--- src/rtl/audioTx_macros.svh ---
/*
 * Audio playback build constants
 * Channel count, FIFO sizing and I2S bit clock rate
 */
`ifndef AUDIO_TX_MACROS_SVH
`define AUDIO_TX_MACROS_SVH

// Flash channels, one SPI link each
`define AUDIO_CH_NUM 3

// Mixed sample FIFO in words
`define AUDIO_FIFO_DEPTH 16

// Fill level that holds the mixer off
`define AUDIO_FIFO_ALERT 12

// iSCLK cycles per bit clock half period
`define AUDIO_BCLK_DIV 2

`endif
--- src/rtl/audioTxPkg.sv ---
/*
 * Audio playback shared types
 * Channel configuration and status, samples, reader states and flash opcodes
 */
`include "audioTx_macros.svh"

package audioTxPkg;

	// One PCM word
	typedef logic signed [15:0] sampleT;

	// One bit per channel
	typedef logic [`AUDIO_CH_NUM-1:0] chanVecT;

	// FIFO fill level, 0 up to full depth
	localparam int FIFO_LVL_W = $clog2(`AUDIO_FIFO_DEPTH + 1);
	typedef logic [FIFO_LVL_W-1:0] fifoLvlT;

	// Per-channel setup from the CPU
	typedef struct packed {
		logic        en;
		logic [15:0] startAdrs;
		// Inclusive
		logic [15:0] endAdrs;
		// SCK half period is div+1 clocks
		logic [7:0]  div;
	} chanCfgT;

	// Per-channel progress back to the CPU
	typedef struct packed {
		logic        done;
		logic [15:0] adrs;
	} chanStatT;

	typedef enum logic [2:0] {IDLE, CMD, ADDR, DATA, DONE} romStateE;

	// Plain serial read
	typedef enum logic [7:0] {READ = 8'h03} spiCmdE;

endpackage

--- src/rtl/audioTxBlock.sv ---
/*
 * Audio playback top level
 * Three flash readers, mixer, sample FIFO and I2S output behind a register bus
 */
`timescale 1ns/1ps
`include "audioTx_macros.svh"

module audioTxBlock
	import audioTxPkg::*;
(
	input  logic                     iSCLK,
	input  logic                     iSRST,
	// CPU bus
	input  logic                     iBusWe,
	input  logic                     iBusRe,
	input  logic [7:0]               iBusAdrs,
	input  logic [31:0]              iBusWd,
	output logic [31:0]              oBusRd,
	// Flash links
	output logic [`AUDIO_CH_NUM-1:0] oSfmSck,
	output logic [`AUDIO_CH_NUM-1:0] oSfmMosi,
	output logic [`AUDIO_CH_NUM-1:0] oSfmCs,
	input  logic [`AUDIO_CH_NUM-1:0] iSfmMiso,
	// I2S
	output logic                     oI2sBclk,
	output logic                     oI2sLrclk,
	output logic                     oI2sSdata
);

	chanCfgT [`AUDIO_CH_NUM-1:0]  cfg;
	chanStatT [`AUDIO_CH_NUM-1:0] stat;
	sampleT [`AUDIO_CH_NUM-1:0]   chanSample;
	chanVecT                      avail;
	chanVecT                      take;
	logic                         fifoWe;
	sampleT                       fifoWd;
	logic                         almostFull;
	fifoLvlT                      fifoLevel;
	sampleT                       fifoRd;
	logic                         notEmpty;
	logic                         pop;
	logic                         underrun;
	logic                         underrunClr;

	// --------------------------------------------------
	// Registers
	// --------------------------------------------------
	audioTxCsr csr0 (
		.iSCLK(iSCLK),          .iSRST(iSRST),
		.iBusWe(iBusWe),        .iBusRe(iBusRe),
		.iBusAdrs(iBusAdrs),    .iBusWd(iBusWd),
		.iStat(stat),           .iUnderrun(underrun),
		.iFifoLevel(fifoLevel), .oBusRd(oBusRd),
		.oCfg(cfg),             .oUnderrunClr(underrunClr)
	);

	// --------------------------------------------------
	// One reader per flash
	// --------------------------------------------------
	for (genvar x = 0; x < `AUDIO_CH_NUM; x++)
	begin : genRom
		audioRomRead rom (
			.iSCLK(iSCLK),             .iSRST(iSRST),
			.iCfg(cfg[x]),             .iSfmMiso(iSfmMiso[x]),
			.iTake(take[x]),           .oSfmSck(oSfmSck[x]),
			.oSfmMosi(oSfmMosi[x]),    .oSfmCs(oSfmCs[x]),
			.oSample(chanSample[x]),   .oAvail(avail[x]),
			.oStat(stat[x])
		);
	end

	// Mix, buffer, serialize
	audioMixer mixer0 (
		.iSCLK(iSCLK),          .iSRST(iSRST),
		.iCfg(cfg),             .iStat(stat),
		.iSample(chanSample),   .iAvail(avail),
		.iAlmostFull(almostFull),
		.oTake(take),           .oWe(fifoWe),
		.oWd(fifoWd)
	);

	audioFifo fifo0 (
		.iSCLK(iSCLK),          .iSRST(iSRST),
		.iWe(fifoWe),           .iWd(fifoWd),
		.iPop(pop),             .oRd(fifoRd),
		.oNotEmpty(notEmpty),   .oAlmostFull(almostFull),
		.oLevel(fifoLevel)
	);

	audioI2sTx i2s0 (
		.iSCLK(iSCLK),          .iSRST(iSRST),
		.iRd(fifoRd),           .iNotEmpty(notEmpty),
		.iUnderrunClr(underrunClr),
		.oPop(pop),             .oI2sBclk(oI2sBclk),
		.oI2sLrclk(oI2sLrclk),  .oI2sSdata(oI2sSdata),
		.oUnderrun(underrun)
	);

endmodule

--- src/rtl/audioI2sTx.sv ---
/*
 * I2S transmitter
 * 64-bit frames, same mono word in both slots, sticky underrun
 */
`timescale 1ns/1ps
`include "audioTx_macros.svh"

module audioI2sTx
	import audioTxPkg::*;
(
	input  logic   iSCLK,
	input  logic   iSRST,
	input  sampleT iRd,
	input  logic   iNotEmpty,
	input  logic   iUnderrunClr,
	output logic   oPop,
	output logic   oI2sBclk,
	output logic   oI2sLrclk,
	output logic   oI2sSdata,
	output logic   oUnderrun
);

	localparam int DivW = $clog2(`AUDIO_BCLK_DIV + 1);

	logic [DivW-1:0] divCnt;
	logic            tick;
	logic            fall;
	logic            frameStart;
	logic [5:0]      bitCnt;
	sampleT          sample;

	assign tick       = (divCnt == DivW'(`AUDIO_BCLK_DIV - 1));
	// Everything moves on the falling bit clock
	assign fall       = tick && oI2sBclk;
	assign frameStart = fall && (bitCnt == 6'd63);

	// Low for the left slot
	assign oI2sLrclk = bitCnt[5];

	// --------------------------------------------------
	// Bit clock and frame counter
	// --------------------------------------------------
	always_ff @(posedge iSCLK)
	begin
		if (iSRST)
		begin
			divCnt   <= '0;
			oI2sBclk <= 1'b0;
			bitCnt   <= '0;
		end
		else
		begin
			divCnt <= tick ? '0 : divCnt + 1'b1;
			if (tick)
			begin
				oI2sBclk <= !oI2sBclk;
			end
			if (fall)
			begin
				bitCnt <= bitCnt + 6'd1;
			end
		end
	end

	// --------------------------------------------------
	// Serial data, pop and underrun
	// --------------------------------------------------
	always_ff @(posedge iSCLK)
	begin
		if (iSRST)
		begin
			oI2sSdata <= 1'b0;
			oPop      <= 1'b0;
			oUnderrun <= 1'b0;
			sample    <= '0;
		end
		else
		begin
			oPop <= frameStart && iNotEmpty;
			if (frameStart)
			begin
				// Empty FIFO plays silence
				sample <= iNotEmpty ? iRd : '0;
			end
			// Set beats clear in the same cycle
			if (frameStart && !iNotEmpty)
			begin
				oUnderrun <= 1'b1;
			end
			else if (iUnderrunClr)
			begin
				oUnderrun <= 1'b0;
			end
			// MSB one bit after the slot edge, zero pad after bit 16
			if (fall)
			begin
				oI2sSdata <= !bitCnt[4] && sample[4'd15 - bitCnt[3:0]];
			end
		end
	end

endmodule

--- src/rtl/audioFifo.sv ---
/*
 * Show-ahead sample FIFO
 * Head word visible while not empty, almost-full at the alert level
 */
`timescale 1ns/1ps
`include "audioTx_macros.svh"

module audioFifo
	import audioTxPkg::*;
(
	input  logic    iSCLK,
	input  logic    iSRST,
	input  logic    iWe,
	input  sampleT  iWd,
	input  logic    iPop,
	output sampleT  oRd,
	output logic    oNotEmpty,
	output logic    oAlmostFull,
	output fifoLvlT oLevel
);

	localparam int PtrW = $clog2(`AUDIO_FIFO_DEPTH);

	sampleT          mem [`AUDIO_FIFO_DEPTH];
	logic [PtrW-1:0] wrPtr;
	logic [PtrW-1:0] rdPtr;
	fifoLvlT         level;
	logic            doWr;
	logic            doRd;

	// Ignore pop when empty, write when full
	assign doRd = iPop && (level != 0);
	assign doWr = iWe && (level != `AUDIO_FIFO_DEPTH);

	assign oRd         = mem[rdPtr];
	assign oNotEmpty   = (level != 0);
	assign oAlmostFull = (level >= `AUDIO_FIFO_ALERT);
	assign oLevel      = level;

	always_ff @(posedge iSCLK)
	begin
		if (iSRST)
		begin
			wrPtr <= '0;
			rdPtr <= '0;
			level <= '0;
		end
		else
		begin
			if (doWr)
			begin
				wrPtr <= wrPtr + 1'b1;
			end
			if (doRd)
			begin
				rdPtr <= rdPtr + 1'b1;
			end
			// Simultaneous push and pop leaves the level alone
			case ({doWr, doRd})
				2'b10: level <= level + 1'b1;
				2'b01: level <= level - 1'b1;
				default: ;
			endcase
		end
	end

	always_ff @(posedge iSCLK)
	begin
		if (doWr)
		begin
			mem[wrPtr] <= iWd;
		end
	end

endmodule

--- src/rtl/audioMixer.sv ---
/*
 * Lockstep saturating mixer
 * One summed frame per round of channel samples into the FIFO
 */
`timescale 1ns/1ps
`include "audioTx_macros.svh"

module audioMixer
	import audioTxPkg::*;
(
	input  logic                          iSCLK,
	input  logic                          iSRST,
	input  chanCfgT [`AUDIO_CH_NUM-1:0]  iCfg,
	input  chanStatT [`AUDIO_CH_NUM-1:0] iStat,
	input  sampleT [`AUDIO_CH_NUM-1:0]   iSample,
	input  chanVecT                       iAvail,
	input  logic                          iAlmostFull,
	output chanVecT                       oTake,
	output logic                          oWe,
	output sampleT                        oWd
);

	// Headroom for the full sum
	localparam int SumW = 16 + $clog2(`AUDIO_CH_NUM);

	chanVecT                want;
	logic                   ready;
	logic signed [SumW-1:0] sum;
	sampleT                 sat;

	always_comb
	begin
		// Channels that still owe a sample this frame
		for (int n = 0; n < `AUDIO_CH_NUM; n++)
		begin
			want[n] = iCfg[n].en && (!iStat[n].done || iAvail[n]);
		end
		// All owed samples present, FIFO has room, previous write gone
		ready = (|want) && ((want & ~iAvail) == '0) && !iAlmostFull && !oWe;

		sum = '0;
		for (int n = 0; n < `AUDIO_CH_NUM; n++)
		begin
			if (want[n])
			begin
				sum = sum + SumW'($signed(iSample[n]));
			end
		end

		// Clamp to 16-bit range
		if (sum > SumW'(32767))
		begin
			sat = 16'sh7FFF;
		end
		else if (sum < SumW'(-32768))
		begin
			sat = 16'sh8000;
		end
		else
		begin
			sat = sum[15:0];
		end
	end

	always_ff @(posedge iSCLK)
	begin
		if (iSRST)
		begin
			oWe   <= 1'b0;
			oTake <= '0;
		end
		else
		begin
			oWe   <= ready;
			oTake <= ready ? want : '0;
		end
	end

	always_ff @(posedge iSCLK)
	begin
		if (ready)
		begin
			oWd <= sat;
		end
	end

endmodule

--- src/rtl/audioRomRead.sv ---
/*
 * SPI flash sample reader
 * Streams little-endian 16-bit words from start to end address, mode 0
 */
`timescale 1ns/1ps

module audioRomRead
	import audioTxPkg::*;
(
	input  logic     iSCLK,
	input  logic     iSRST,
	input  chanCfgT  iCfg,
	input  logic     iSfmMiso,
	input  logic     iTake,
	output logic     oSfmSck,
	output logic     oSfmMosi,
	output logic     oSfmCs,
	output sampleT   oSample,
	output logic     oAvail,
	output chanStatT oStat
);

	romStateE    state;
	logic        enPrev;
	logic [7:0]  divCnt;
	logic [31:0] txInit;
	logic [31:0] txShift;
	logic [4:0]  txCnt;
	logic [15:0] rxShift;
	logic [3:0]  rxCnt;
	logic        rxFull;
	logic [15:0] curAdrs;
	logic        running;
	logic        stall;
	logic        tick;
	logic        rise;
	logic        fall;
	logic        rxDone;
	logic        load;

	// Opcode then byte address, word address doubled
	assign txInit = {READ, 7'd0, iCfg.startAdrs, 1'b0};

	assign running = (state == CMD) || (state == ADDR) || (state == DATA);
	// Park SCK low while a finished word waits for the holding register
	assign stall   = rxFull && !oSfmSck;
	assign tick    = running && !stall && (divCnt == iCfg.div);
	assign rise    = tick && !oSfmSck;
	assign fall    = tick && oSfmSck;

	assign rxDone = rise && (state == DATA) && (rxCnt == 4'd15);
	// Holding register free now or emptied by the mixer this cycle
	assign load   = rxFull && (!oAvail || iTake);

	// Done only once the last word has left the shifter
	assign oStat = '{done: (state == DONE) && !rxFull, adrs: curAdrs};

	// --------------------------------------------------
	// Link control
	// --------------------------------------------------
	always_ff @(posedge iSCLK)
	begin
		if (iSRST)
		begin
			state    <= IDLE;
			enPrev   <= 1'b0;
			divCnt   <= '0;
			oSfmSck  <= 1'b0;
			oSfmCs   <= 1'b1;
			oSfmMosi <= 1'b0;
			txCnt    <= '0;
			rxCnt    <= '0;
			curAdrs  <= '0;
		end
		else
		begin
			enPrev <= iCfg.en;
			if (!iCfg.en)
			begin
				// Drop everything, done clears with it
				state    <= IDLE;
				divCnt   <= '0;
				oSfmSck  <= 1'b0;
				oSfmCs   <= 1'b1;
				oSfmMosi <= 1'b0;
			end
			else
			begin
				// Half period counter
				if (running && !stall)
				begin
					divCnt <= tick ? 8'd0 : divCnt + 8'd1;
				end
				if (tick)
				begin
					oSfmSck <= !oSfmSck;
				end

				case (state)
					IDLE:
					begin
						// Rising enable
						if (!enPrev)
						begin
							state    <= CMD;
							oSfmCs   <= 1'b0;
							oSfmMosi <= txInit[31];
							txCnt    <= '0;
							rxCnt    <= '0;
							divCnt   <= '0;
							curAdrs  <= iCfg.startAdrs;
						end
					end
					CMD, ADDR:
					begin
						// Next bit out on the falling edge
						if (fall)
						begin
							txCnt    <= txCnt + 5'd1;
							oSfmMosi <= txShift[30];
							if (txCnt == 5'd7)
							begin
								state <= ADDR;
							end
							if (txCnt == 5'd31)
							begin
								state    <= DATA;
								oSfmMosi <= 1'b0;
							end
						end
					end
					DATA:
					begin
						if (rise)
						begin
							rxCnt <= rxCnt + 4'd1;
						end
						// Word boundary, check for the last one
						if (fall && (rxCnt == 4'd0))
						begin
							if (curAdrs == iCfg.endAdrs)
							begin
								state  <= DONE;
								oSfmCs <= 1'b1;
							end
							else
							begin
								curAdrs <= curAdrs + 16'd1;
							end
						end
					end
					default: ;
				endcase
			end
		end
	end

	// --------------------------------------------------
	// Sample handoff
	// --------------------------------------------------
	always_ff @(posedge iSCLK)
	begin
		if (iSRST || !iCfg.en)
		begin
			rxFull <= 1'b0;
			oAvail <= 1'b0;
		end
		else
		begin
			if (rxDone)
			begin
				rxFull <= 1'b1;
			end
			else if (load)
			begin
				rxFull <= 1'b0;
			end
			if (load)
			begin
				oAvail <= 1'b1;
			end
			else if (iTake)
			begin
				oAvail <= 1'b0;
			end
		end
	end

	// Shifters and holding word
	always_ff @(posedge iSCLK)
	begin
		if ((state == IDLE) && iCfg.en && !enPrev)
		begin
			txShift <= txInit;
		end
		else if (fall)
		begin
			txShift <= {txShift[30:0], 1'b0};
		end
		// MSB first within a byte
		if (rise && (state == DATA))
		begin
			rxShift <= {rxShift[14:0], iSfmMiso};
		end
		// Low byte came first
		if (load)
		begin
			oSample <= {rxShift[7:0], rxShift[15:8]};
		end
	end

endmodule

--- src/rtl/audioTxCsr.sv ---
/*
 * Audio playback register file
 * Per-channel setup, status word and the underrun clear strobe
 */
`timescale 1ns/1ps
`include "audioTx_macros.svh"

module audioTxCsr
	import audioTxPkg::*;
(
	input  logic                          iSCLK,
	input  logic                          iSRST,
	input  logic                          iBusWe,
	input  logic                          iBusRe,
	input  logic [7:0]                    iBusAdrs,
	input  logic [31:0]                   iBusWd,
	input  chanStatT [`AUDIO_CH_NUM-1:0] iStat,
	input  logic                          iUnderrun,
	input  fifoLvlT                       iFifoLevel,
	output logic [31:0]                   oBusRd,
	output chanCfgT [`AUDIO_CH_NUM-1:0]  oCfg,
	output logic                          oUnderrunClr
);

	chanCfgT [`AUDIO_CH_NUM-1:0] cfgReg;
	logic [3:0]                  selChan;
	logic [3:0]                  selOff;
	logic                        statSel;
	logic [31:0]                 rdMux;

	// Upper nibble picks the channel, lower the register
	assign selChan = iBusAdrs[7:4];
	assign selOff  = iBusAdrs[3:0];
	assign statSel = (iBusAdrs == 8'h40);

	// Write-one-to-clear, straight to the I2S side
	assign oUnderrunClr = iBusWe && statSel && iBusWd[8];

	assign oCfg = cfgReg;

	// --------------------------------------------------
	// Configuration writes
	// --------------------------------------------------
	always_ff @(posedge iSCLK)
	begin
		if (iSRST)
		begin
			cfgReg <= '0;
		end
		else if (iBusWe)
		begin
			for (int n = 0; n < `AUDIO_CH_NUM; n++)
			begin
				if (selChan == 4'(n))
				begin
					case (selOff)
						4'h0: cfgReg[n].en        <= iBusWd[0];
						4'h4: cfgReg[n].startAdrs <= iBusWd[15:0];
						4'h8: cfgReg[n].endAdrs   <= iBusWd[15:0];
						4'hC: cfgReg[n].div       <= iBusWd[7:0];
						default: ;
					endcase
				end
			end
		end
	end

	// --------------------------------------------------
	// Read mux
	// --------------------------------------------------
	always_comb
	begin
		rdMux = '0;
		if (statSel)
		begin
			// Done flags from bit 0 up
			for (int n = 0; n < `AUDIO_CH_NUM; n++)
			begin
				rdMux[n] = iStat[n].done;
			end
			rdMux[8] = iUnderrun;
			// Level clipped to the 4-bit field
			rdMux[15:12] = (iFifoLevel > 15) ? 4'hF : iFifoLevel[3:0];
		end
		else
		begin
			for (int n = 0; n < `AUDIO_CH_NUM; n++)
			begin
				if (selChan == 4'(n))
				begin
					case (selOff)
						// Live read address rides in the upper half
						4'h0: rdMux = {iStat[n].adrs, 15'd0, cfgReg[n].en};
						4'h4: rdMux = {16'd0, cfgReg[n].startAdrs};
						4'h8: rdMux = {16'd0, cfgReg[n].endAdrs};
						4'hC: rdMux = {24'd0, cfgReg[n].div};
						default: rdMux = '0;
					endcase
				end
			end
		end
	end

	// Registered read data, held between reads
	always_ff @(posedge iSCLK)
	begin
		if (iSRST)
		begin
			oBusRd <= '0;
		end
		else if (iBusRe)
		begin
			oBusRd <= rdMux;
		end
	end

endmodule

--- config.mk ---
export PLATFORM = sky130hd
export DESIGN_NAME = audioTxBlock
export DESIGN_NICKNAME = d
export VERILOG_FILES = /design/src/rtl/audioTxPkg.sv /design/src/rtl/audioTxBlock.sv /design/src/rtl/audioI2sTx.sv /design/src/rtl/audioFifo.sv /design/src/rtl/audioMixer.sv /design/src/rtl/audioRomRead.sv /design/src/rtl/audioTxCsr.sv
export VERILOG_INCLUDE_DIRS = /design/src /design/src/rtl
export SDC_FILE = /design/constraint.sdc
export NUM_CORES = 1
export LEC_CHECK = 0
export BUFFER_PORTS_ARGS = -buffer_cell sky130_fd_sc_hd__buf_2
export CORE_MARGIN = 2
export CORE_UTILIZATION = 30
export CTS_BUF_LIST = sky130_fd_sc_hd__clkbuf_2
export DETAILED_ROUTE_END_ITERATION = 8
export GPL_TIMING_DRIVEN = 0
export SLEW_MARGIN = 20
export SYNTH_ARGS = -nofsm -noshare
export SYNTH_HDL_FRONTEND = slang
export SYNTH_SLANG_ARGS = --single-unit
--- constraint.sdc ---
create_clock -name iSCLK -period 11.45 [get_ports iSCLK]
set_input_delay 1.145 -clock iSCLK [delete_from_list [all_inputs] [get_ports iSCLK]]
set_output_delay 1.145 -clock iSCLK [all_outputs]
set_load 0.005 [all_outputs]
# Word-level counts from Yosys, hierarchy flattened
# Memory sizes are Yosys's and may differ from the RTL's. A register that Yosys moved wholly into a read port is not among the register bits.
# Index checks and enable logic that the tools add are counted.
word_totals:
  regBits: 528
  ramBits: 256
  input_bits: 47
  wordCells: 453
  memories: 1
memory_table:
  columns: ["name", "depth", "word_bits", "read_ports", "rd_ports_with_merged_regs", "write_ports", "line", "source"]
  rows:
  - ["fifo0.mem", 16, 16, 1, 1, 1, "audioFifo.sv:24", "sampleT mem [`AUDIO_FIFO_DEPTH];"]
classes:
  addsub: 21
  n_lt_le_gt_ge: 5
  n_eq_ne: 59
  n_mux: 129
  bitwise_logic: 6
  n_reduce_logical: 161
op_table:
  columns: ["op", "count"]
  rows:
  - ["one-hot mux 32 bit (4 select lines)", 3]
  - ["2-to-1 mux 16 bit", 12]
  - ["2-to-1 mux 17 bit", 6]
  - ["2-to-1 mux 32 bit", 3]
  - ["2-to-1 mux 8 bit", 12]
  - ["one-hot mux 16 bit (2 select lines)", 3]
  - ["2-to-1 mux 3 bit", 20]
  - ["2-to-1 mux 18 bit", 3]
  - ["logical AND 1 bit", 51]
  - ["adder 16 x 1 -> 16 bit (second input constant)", 3]
  - ["equality test 16 bit", 3]
  - ["AND reduction 3 bit", 15]
  - ["2-to-1 mux 4 bit", 10]
  - ["one-hot mux 5 bit (2 select lines)", 4]
  - ["adder 18 x 16 -> 18 bit", 2]
  - ["AND reduction 4 bit", 9]
  - ["2-to-1 mux 5 bit", 7]
  - ["nonzero test 2 bit", 17]
  - ["2-to-1 mux 1 bit", 33]
  - ["one-hot mux 3 bit (3 select lines)", 3]
  - ["logical NOT 1 bit", 26]
  - ["adder 8 x 1 -> 8 bit (second input constant)", 3]
  - ["equality test 8 bit", 3]
  - ["inequality test 2 x 1 -> 1 bit (second input constant)", 12]
  - ["other kinds (42)", 118]

# Logic depth before layout (Yosys ltp)
# Gate-level depths: netlist of the first run.
logic_depth:
  depth_word: 12
  ltp_mapped: 29
  depth_no_buf: 24

# Modules after synthesis
# Synthesis of the first run repeated with hierarchy kept, for this count alone.
unflattened:
  cells_unflattened: 3292
  hier_area_um2: 36331.1
modules_own_cells:
  columns: ["mod", "n_inst", "cells_per_inst", "area_per_inst_um2"]
  rows:
  - ["audioFifo", 1, 525, 10642.7]
  - ["audioRomRead at genRom[0].rom ...", 2, 494, 4865.9]
  - ["audioTxCsr", 1, 802, 6989.2]
  - ["audioRomRead at genRom[2].rom", 1, 482, 4747.1]
  - ["audioMixer", 1, 399, 3099.2]
  - ["audioI2sTx", 1, 96, 1121.1]

# Worst setup path before layout of the first run
# Ideal clock, no wire load.
synth_timing:
  kind: "flip-flop to flip-flop"
  startpoint: "reg genRom[0].rom.state[0]"
  endpoint: "reg mixer0.oWd[10], data pin"
  setup_ps: 256
  t_arrival_ps: 5804
  t_required_ps: 11194
  slack_ps: 5390
  stages_incl_launch_ff: 28
  n_path_buf: 5
  synth_period_minus_slack_ps: 6060
  cell_sequence: "dfxtp_1 > buf_2 > nor4b_4 > a21oi_1 > buf_2 > clkbuf_1 > and2_1 > ha_1 > fa_1 > maj3_1 > a32o_1 > o2111ai_1 > o21ai_0 > a31oi_1 > xor2_1 > o21ai_0 > ha_1 > and3_1 > nand3_1 > nor3_1 > o32a_1 > buf_2 > mux2i_1 > o41ai_1 > o21a_1 > a311oi_2 > buf_4 > o21ai_2"
synth_via:
  elab_chain_len: 12
synth_lines:
  columns: ["element", "line", "source"]
  rows:
  - ["start, declared", "audioRomRead.sv:23", "romStateE state;"]
  - ["start signal, assigned", "audioRomRead.sv:65", "state <= IDLE;"]
  - ["start signal, assigned", "audioRomRead.sv:81", "state <= IDLE;"]
  - ["start signal, assigned", "audioRomRead.sv:105", "state <= CMD;"]
  - ["equality test 3 bit (*)", "audioRomRead.sv:56", "assign oStat = '{done: (state == DONE) && !rxFull, adrs: curAdrs};"]
  - ["logical AND 1 bit (*)", "audioRomRead.sv:56", null]
  - ["logical NOT 1 bit (*)", "audioMixer.sv:36", "want[n] = iCfg[n].en && (!iStat[n].done || iAvail[n]);"]
  - ["logical OR 1 bit (*)", "audioMixer.sv:36", null]
  - ["logical AND 1 bit (*)", "audioMixer.sv:36", null]
  - ["2-to-1 mux 18 bit (*)", "audioMixer.sv:44", "if (want[n])"]
  - ["adder 18 x 16 -> 18 bit", "audioMixer.sv:46", "sum = sum + SumW'($signed(iSample[n]));"]
  - ["2-to-1 mux 18 bit (*)", "audioMixer.sv:44", null]
  - ["adder 18 x 16 -> 18 bit", "audioMixer.sv:46", null]
  - ["2-to-1 mux 18 bit (*)", "audioMixer.sv:44", null]
  - ["less-than comparator 18 x 16 -> 1 bit", "audioMixer.sv:55", "else if (sum < SumW'(-32768))"]
  - ["2-to-1 mux 16 bit", "audioMixer.sv:55", null]
  - ["end signal, assigned", "audioMixer.sv:83", "oWd <= sat;"]
  - ["end, declared", "audioMixer.sv:20", "output sampleT oWd"]
# Every way passes the cells marked *; elsewhere a longest branch is shown, timed or not.
# A chain may end at the register's enable or synchronous reset.

# Worst setup path in the final report of the first run
layout_timing:
  startpoint: "reg genRom[0].rom.state[0]"
  endpoint: "reg mixer0.oWd[6], data pin"
# Same word-level chain as after synthesis.

==> reports/metrics.cfg, run 1 <==
[timing]
worst_slew_pin_slew_ps=1190
fmax_mhz=132
finalHoldViolations=0
slew_headroom_pct=20.6
finalCritPeriodShare_pct=66.3
hold_ws_ps=320
fin_crit_ps=7600
setup_tns_ps=0
fin_skew_ps=142
slew_violations=0
setup_viol=0
rsz0062_at_grt=false

[synthesis]
synth_cells=3316
synth_cell_type_count=88
synthFlopType=edfxtp_1
yosysWarnings=0
yosysSeqAreaShare_pct=56.2
synth_edf_count=416
synthArstFlopShare_pct=0
ys_ff_latch=788
syn-cell-area_um2=35500
yosysMostFrequentCell=nand2_1
postSynthAreaPerCell_um2=10.7
syn-num-nets=3423
synth_top_cell_by_area=edfxtp_1
netlist.area_leader.share_pct=35.2
synth_area_leaders=edfxtp_1 35%, dfxtp_1 21%, nand2_1 6.1%
yosys-top-cells-count=579 x nand2_1, 416 x edfxtp_1, 372 x dfxtp_1

[critical_path]
cp-end-kind=flop
r2r-end=mixer0.oWd[6]$_SDFFCE_PN1P_
cp_max_fo=10
crit_type=reg -> reg
start_kind=flop
worst-r2r-cell-count=26
required_ps=12570
crit_path_start=genRom[0].rom.state[0]$_SDFFE_PP0P_
reg2reg_from=genRom[0].rom.state[0]$_SDFFE_PP0P_
cp.arrival_ps=8720
rrSetupSlack_ps=3850

[power_and_ir_drop]
peakVddDrop_uv=80.2
power.total_mw=4.99
internal-power_mw=3.69
netSwitchingPower_mw=1.30
swShare_pct=26.0
clkPwrFrac_pct=38.4
pwr-share-seq_pct=59.2
power_leakage_nw=14.1
comb_power_share_pct=2.3
p_per_area_nw_per_um2=125

[job]
drv_cap=0

[cells_and_area]
drive_gt1_share_pct=15.2
finalNetCount=3718
area_growth_pct=12.9
fin_area_um2=40000
final_core_util_pct=34.0

[die]
initial_utilization_pct=30.1
core_um2=118000
rows=126
die_y_um=348
die_x_um=348
ioPinCount=91
dieArea_um2=121000

[cts]
numCtsBuffers=192
cts.sinks=788
postCtsSetupRepairBufs=0
cts_tree=done
clk_pin_slew_ps=130
clock_latency_ps=1460
max-clock-path-buffers=3
cts-root-buf=clkbuf_2
htree_num_levels=4
postCtsResizedCells=0

[route]
detail_route.vias_per_cell=5.08
wl_per_cell_um=19.8
drc=0
first_pass_iters=6
postRouteAntennaNets=0
routed_wl_um=105000
drt_iter0_markers=2732
vias=27000

[worst_hold_path]
min_delay_worst_endpoint=csr0.oCfg[50]$_SDFFE_PP0P_
hp-start=iBusWd[1]
hold_class=in -> reg
min_path_cells=3

[global_routing]
grt_pass1_vias=25800
grt_util_all_layers_pct=16.9
grt_pass1_wl_um=157000
antenna_found_initial=10
grt_remaining_overflow=0
grt_start_max_net_pins=18

[placed_design]
io_buffers=66
place_area_um2=38100
place_hpwl_um=75500
gp_routability_congestion=0.955

[run_status]
status=complete, no violations

[power groups by stage]
stage | registers (mW) | clock network [mW] | logic (mW)
finish | 2.95 | 1.92 | 0.117
global route | 2.96 | 2.11 | 0.121
global placement | 3.02 | 0 | 0.109
floorplan | 3.01 | 0 | 0.0522
detailed placement | 3.02 | 0 | 0.109
CTS | 2.95 | 1.98 | 0.113
[per-layer routing]
layer,share of wire (%),GRT usage [%],vias to the layer above,wire (um)
li1,-,-,12700,-
met1,44,22.9,13000,45700
met2,45,26.3,1035,46900
met3,8.3,3.75,233,8670
met4,3.3,6.56,12,3470
met5,0.067,0,-,70
[cells in the final DEF (no fill, tap or decap), types with 10 or more instances in the layout]
master         netlist  layout
or3_1               11      11
nand4_1             40      40
a22oi_1             51      51
clkbuf_1           182     181
a211oi_1            23      23
clkbuf_2             0     276
nand2_1            579     579
nand3_1             70      70
dfxtp_1            372     372
mux2i_1             62      62
ha_1                57      57
o211ai_1            22      22
a221oi_1            19      19
nor4_1              15      14
a21oi_1            252     252
o21ai_0            129     128
o22ai_1             22      22
a21o_1              12      12
dlygate4sd3_1        0      12
nand2b_1            43      43
xnor2_1             78      78
or2_2               10      10
buf_4               12      21
o21a_1              12      12
o21ai_2             12      12
buf_2               11      78
a31oi_1             24      24
mux4_2              84      84
clkinv_1             0      47
a22o_1              26      26
edfxtp_1           416     416
buf_1               19      17
inv_1               46      46
nor2_1             271     259
xor2_1              76      76
and2_1              22      22
nor2b_1             21      18
nor3_1              47      40
and3_1              40      40
[metrics by stage]
step           cells  worst slack [ps]
2_1_floorplan   3316              5390
3_3_place_gp    4918              4100
3_5_place_dp    4941              4020
4_1_cts         5297              3910
5_1_grt         5300              3420
6_report        5305              3850
[sequential cells by signal, summed over array words and instances (netlist names), 9 cells and up, named ones only]
signal,count
csr0.oBusRd,32
csr0.oCfg,123
fifo0.mem,256
genRom.rom.curAdrs,48
genRom.rom.divCnt,24
genRom.rom.oSample,48
genRom.rom.rxCnt,12
genRom.rom.rxShift,48
genRom.rom.state,9
genRom.rom.txCnt,15
genRom.rom.txShift,90
i2s0.sample,16
mixer0.oWd,16
[critical path, cell delays in order (launching register included)]
cell	delay, ps
dfxtp_1	340
buf_2	190
nor4b_4	520
a21oi_1	230
buf_2	230
clkbuf_1	250
and2_1	260
ha_1	210
fa_1	460
maj3_1	380
a32o_1	310
o21ai_0	420
o21ai_0	180
xnor2_1	150
o21ai_0	460
ha_1	280
and3_1	260
nand3_1	120
nor3_1	330
o32a_1	220
buf_2	190
mux2i_1	210
o41ai_1	100
o21a_1	210
a311oi_2	380
buf_4	300
o21ai_2	80
[logic make-up after synthesis]
family                   share of synthesized area, %
flip-flops                                       56.2
AND/OR/NAND/NOR                                  15.1
XOR/XNOR                                         3.80
buffers and inverters                            3.06
adder cells (fa/ha/maj)                          2.27
AO/OA/AOI/OAI                                    12.2
multiplexers                                     7.34
[area by class of cell]
cell class / count / area, um^2
Buffer: 225 / 915
Tap cell: 1536 / 1920
Timing Repair Buffer: 101 / 702
Sequential cell: 788 / 19900
Clock inverter: 70 / 417
Antenna cell: 8 / 20.0
Multi-Input combinational cell: 2257 / 14600
Clock buffer: 274 / 1370
Fill cell: 12000 / 77600
Inverter: 46 / 173
[timing repair]
item | 4_1_cts | 5_1_grt
hold buffers | 12 | 0
setup endpoints to repair | 0 | 0
endpoints found under the hold margin | 29 | 0
[how the worst max path moves through the flow]
| stage | end | slack, ps | depth (start not counted) |
|---|---|---|---|
| floorplan | mixer0.oWd[10]$_SDFFCE_PN1P_ | 5390 | 27 |
| global placement | mixer0.oWd[5]$_SDFFCE_PN1P_ | 4100 | 26 |
| detailed placement | mixer0.oWd[14]$_SDFFCE_PN1P_ | 4020 | 26 |
| CTS | mixer0.oWd[5]$_SDFFCE_PN1P_ | 3910 | 26 |
| global route | mixer0.oWd[7]$_SDFFCE_PN1P_ | 3420 | 25 |
| finish | mixer0.oWd[6]$_SDFFCE_PN1P_ | 3850 | 26 |
No activity file was read; power rests on OpenSTA's default activity.
==> run 2: changes to the inputs <==
--- a/config.mk
+++ b/config.mk
@@ -6,6 +6,7 @@
 export SDC_FILE = /design/constraint.sdc
 export NUM_CORES = 1
 export LEC_CHECK = 0
+export ABC_AREA = 1
 export BUFFER_PORTS_ARGS = -buffer_cell sky130_fd_sc_hd__buf_2
 export CORE_MARGIN = 2
 export CORE_UTILIZATION = 30
==> constraint.sdc (replaced) <==
create_clock -name iSCLK -period 7.81 [get_ports iSCLK]
set_input_delay 0.781 -clock iSCLK [delete_from_list [all_inputs] [get_ports iSCLK]]
set_output_delay 0.781 -clock iSCLK [all_outputs]
set_load 0.005 [all_outputs]
==> run 2 against run 1 <==
Effect of this change: critical path depth grew 6; via count grew 12%; worst hold slack lost 120 ps; highest routed layer unchanged.
==> reports/metrics.cfg, run 2 <==
[cells_and_area]
largest_reg_flops=256  ; unchanged
final_core_util_pct=34.5  ; +0.52 points
finalNetCount=4365  ; +17%
multi_input_area_um2=13500  ; -7.5%
layout_commonest_cell=nand2_1
final-seq-area_um2=19900  ; unchanged
fin_cells=5966  ; +12%
layout_common_cells=565 x nand2_1, 522 x o21ai_0, 416 x edfxtp_1
area_growth_pct=14.4
drive_gt1_share_pct=12.0  ; -3.2 points
fill_cells=12200  ; +1.9%
top_register=fifo0.mem

[global_routing]
grt_pass1_vias=28100  ; +8.9%
grt_pass1_wl_um=168000  ; +7.1%
grt_start_max_net_pins=18  ; unchanged
grt_util_all_layers_pct=18.0  ; +1.1 points
grt_remaining_overflow=0  ; unchanged
antenna_found_initial=5  ; -5

[timing]
worst_slew_pin_slew_ps=1180  ; -6.09 ps
rsz0062_at_grt=false
finalHoldViolations=0  ; unchanged
fmax_mhz=165  ; +25%
slew_headroom_pct=21.0  ; +0.41 points
finalCritPeriodShare_pct=77.6  ; +11 points
fin_skew_ps=171  ; +29.1 ps
setup_viol=0  ; unchanged
slew_violations=0  ; unchanged
setup_tns_ps=0  ; unchanged
hold_ws_ps=199  ; -120 ps
fin_crit_ps=6060  ; -1530 ps

[cts]
clock_latency_ps=1590  ; +130 ps
cts_tree=done
numCtsBuffers=202  ; +5.2%
clk_pin_slew_ps=90  ; -40 ps
max-clock-path-buffers=3  ; unchanged
cts-root-buf=clkbuf_2
cts.sinks=788  ; unchanged
htree_num_levels=4  ; unchanged
postCtsSetupRepairBufs=0  ; unchanged

[die]
core_um2=118000  ; +0.27%
dieArea_um2=121000  ; +0.44%
ioPinCount=91  ; unchanged
die_x_um=349  ; +0.22%
die_y_um=349  ; +0.22%
rows=126  ; unchanged
initial_utilization_pct=30.2  ; +0.054 points

[route]
drc=0  ; unchanged
vias=30100  ; +12%
wl_per_cell_um=18.8  ; -5.0%
postRouteAntennaNets=0  ; unchanged
detail_route.vias_per_cell=5.04  ; -0.76%
drt_iter0_markers=2993  ; +9.6%
first_pass_iters=6  ; unchanged
routed_wl_um=112000  ; +6.8%

[synthesis]
synth_area_leaders=edfxtp_1 35%, dfxtp_1 21%, o21ai_0 7.3%
netlist.area_leader.share_pct=35.1  ; -0.16 points
synth_top_cell_by_area=edfxtp_1
yosysWarnings=0  ; unchanged
synthArstFlopShare_pct=0  ; unchanged
synth_cells=3910  ; +18%
postSynthAreaPerCell_um2=9.11  ; -15%
synth_edf_count=416  ; unchanged
yosys-top-cells-count=565 x nand2_1, 522 x o21ai_0, 416 x edfxtp_1
ys_ff_latch=788  ; unchanged
syn-cell-area_um2=35600  ; +0.45%
yosysMostFrequentCell=nand2_1
synth_cell_type_count=61  ; -31%
syn-num-nets=4017  ; +17%
yosysSeqAreaShare_pct=56.0  ; -0.25 points
synthFlopType=edfxtp_1

[job]
drv_cap=0  ; unchanged

[power_and_ir_drop]
p_per_area_nw_per_um2=183  ; +47%
power_leakage_nw=15.5  ; +9.7%
peakVddDrop_uv=113  ; +41%

[placed_design]
io_buffers=71  ; +7.6%
place_hpwl_um=81400  ; +7.9%
dp_cells=5542  ; +12%
gp_routability_congestion=0.985  ; +3.1%

[critical_path]
start_kind=flop
crit_type=reg -> reg
cp_top_family=simple AND/OR/NAND/NOR gates
cp.arrival_ps=7360  ; -1360 ps
path_buf_inv=7  ; +2
cpMostUsedCell=nand2_1
required_ps=9100  ; -3470 ps
cp-end-kind=flop
cp_max_fo=10  ; unchanged
cpPeakStageDelay_ps=570  ; +50 ps
crit_path_top_delay_cell=clkbuf_1

[run_status]
status=complete, no violations

[worst_hold_path]
hold_class=in -> reg

## run 2: changes by cell type in the layout (fill, tap and decap cells not counted), moves of 67 or more
cell,previous run,this run
o21ai_0,128,522
inv_1,46,393
nor2_1,259,379
mux4_2,84,0
a21oi_1,252,325
xnor2_1,78,11
## run 2: repair_timing
item | CTS | global route
endpoints found under the hold margin | 173 | 0
resized for setup | 0 | 0
hold buffers | 48 | 0
## run 2: final timing paths
| check | from | endpoint | slack, ps | cells after the start |
|---|---|---|---|---|
| worst max-delay path | genRom[0].rom.state[2]$_SDFFE_PP0P_ | mixer0.oWd[7]$_SDFFCE_PN1P_ | 1750 | 32 |
| worst min-delay path | iBusAdrs[4] | csr0.oBusRd[4]$_SDFFE_PP0P_ | 200 | 8 |
| worst max register to register | genRom[0].rom.state[2]$_SDFFE_PP0P_ | mixer0.oWd[7]$_SDFFCE_PN1P_ | 1750 | 32 |
| worst min register to register | genRom[2].rom.txShift[30]$_SDFFE_PP0P_ | genRom[2].rom.oSfmMosi$_SDFFE_PP0P_ | 420 | 2 |
## run 2: metal layers
layer  vias to the layer above  part of all wire [%]  GRT usage [%]
met4                         4                   3.4           7.30
li1                      14300                     -              -
met5                         -                 0.025              0
met1                     14200                    44           24.6
met3                       261                   8.2           4.04
met2                      1295                    44           27.5
## run 2: cells by family (layout without fill, tap and decap cells)
kind of cell    count (synthesis)  count (layout)  synth area share [%]
xor+xnor                       88              88                  2.16
fa+ha+maj                      60              60                  2.17
compound gates               1059            1059                  16.3
other cells                     0               3                     0
buf+inv                       595            1112                  6.49
mux                            66              66                  1.86
flops                         788             788                  56.0
simple gates                 1254            1254                  15.0
## run 2: stage by stage
step	power, mW	area (um^2)	worst slack, ps
CTS	7.51	40700	1750
detailed placement	4.59	38300	1790
floorplan	4.51	35600	3160
finish	7.44	40700	1750
global route	7.76	40700	1190
global placement	4.59	37900	1840
## run 2: power by group
part	switching, mW	leakage (nW)	total (mW)	internal [mW]
clock network	1.80	1.44	2.92	1.12
logic	0.133	7.29	0.183	0.0502
registers	0.0115	6.74	4.34	4.33
total	1.94	15.5	7.44	5.50
## run 2: cell type report
type                       instances  share of cell area (%)
buffer                           184                    1.89
multi-input combinational       2527                    33.1
sequential                       788                    49.0
antenna                            3                  0.0184
clock inverter                    76                    1.06
tap                             1536                    4.72
inverter                         411                    3.79
timing repair buffer             144                    2.87
clock buffer                     297                    3.65
## run 2: worst min-delay path: cells and delay by family
family	cells	cell delay [ps]
buffers and inverters	1	90
AND/OR/NAND/NOR	4	520
AO/OA/AOI/OAI	3	290
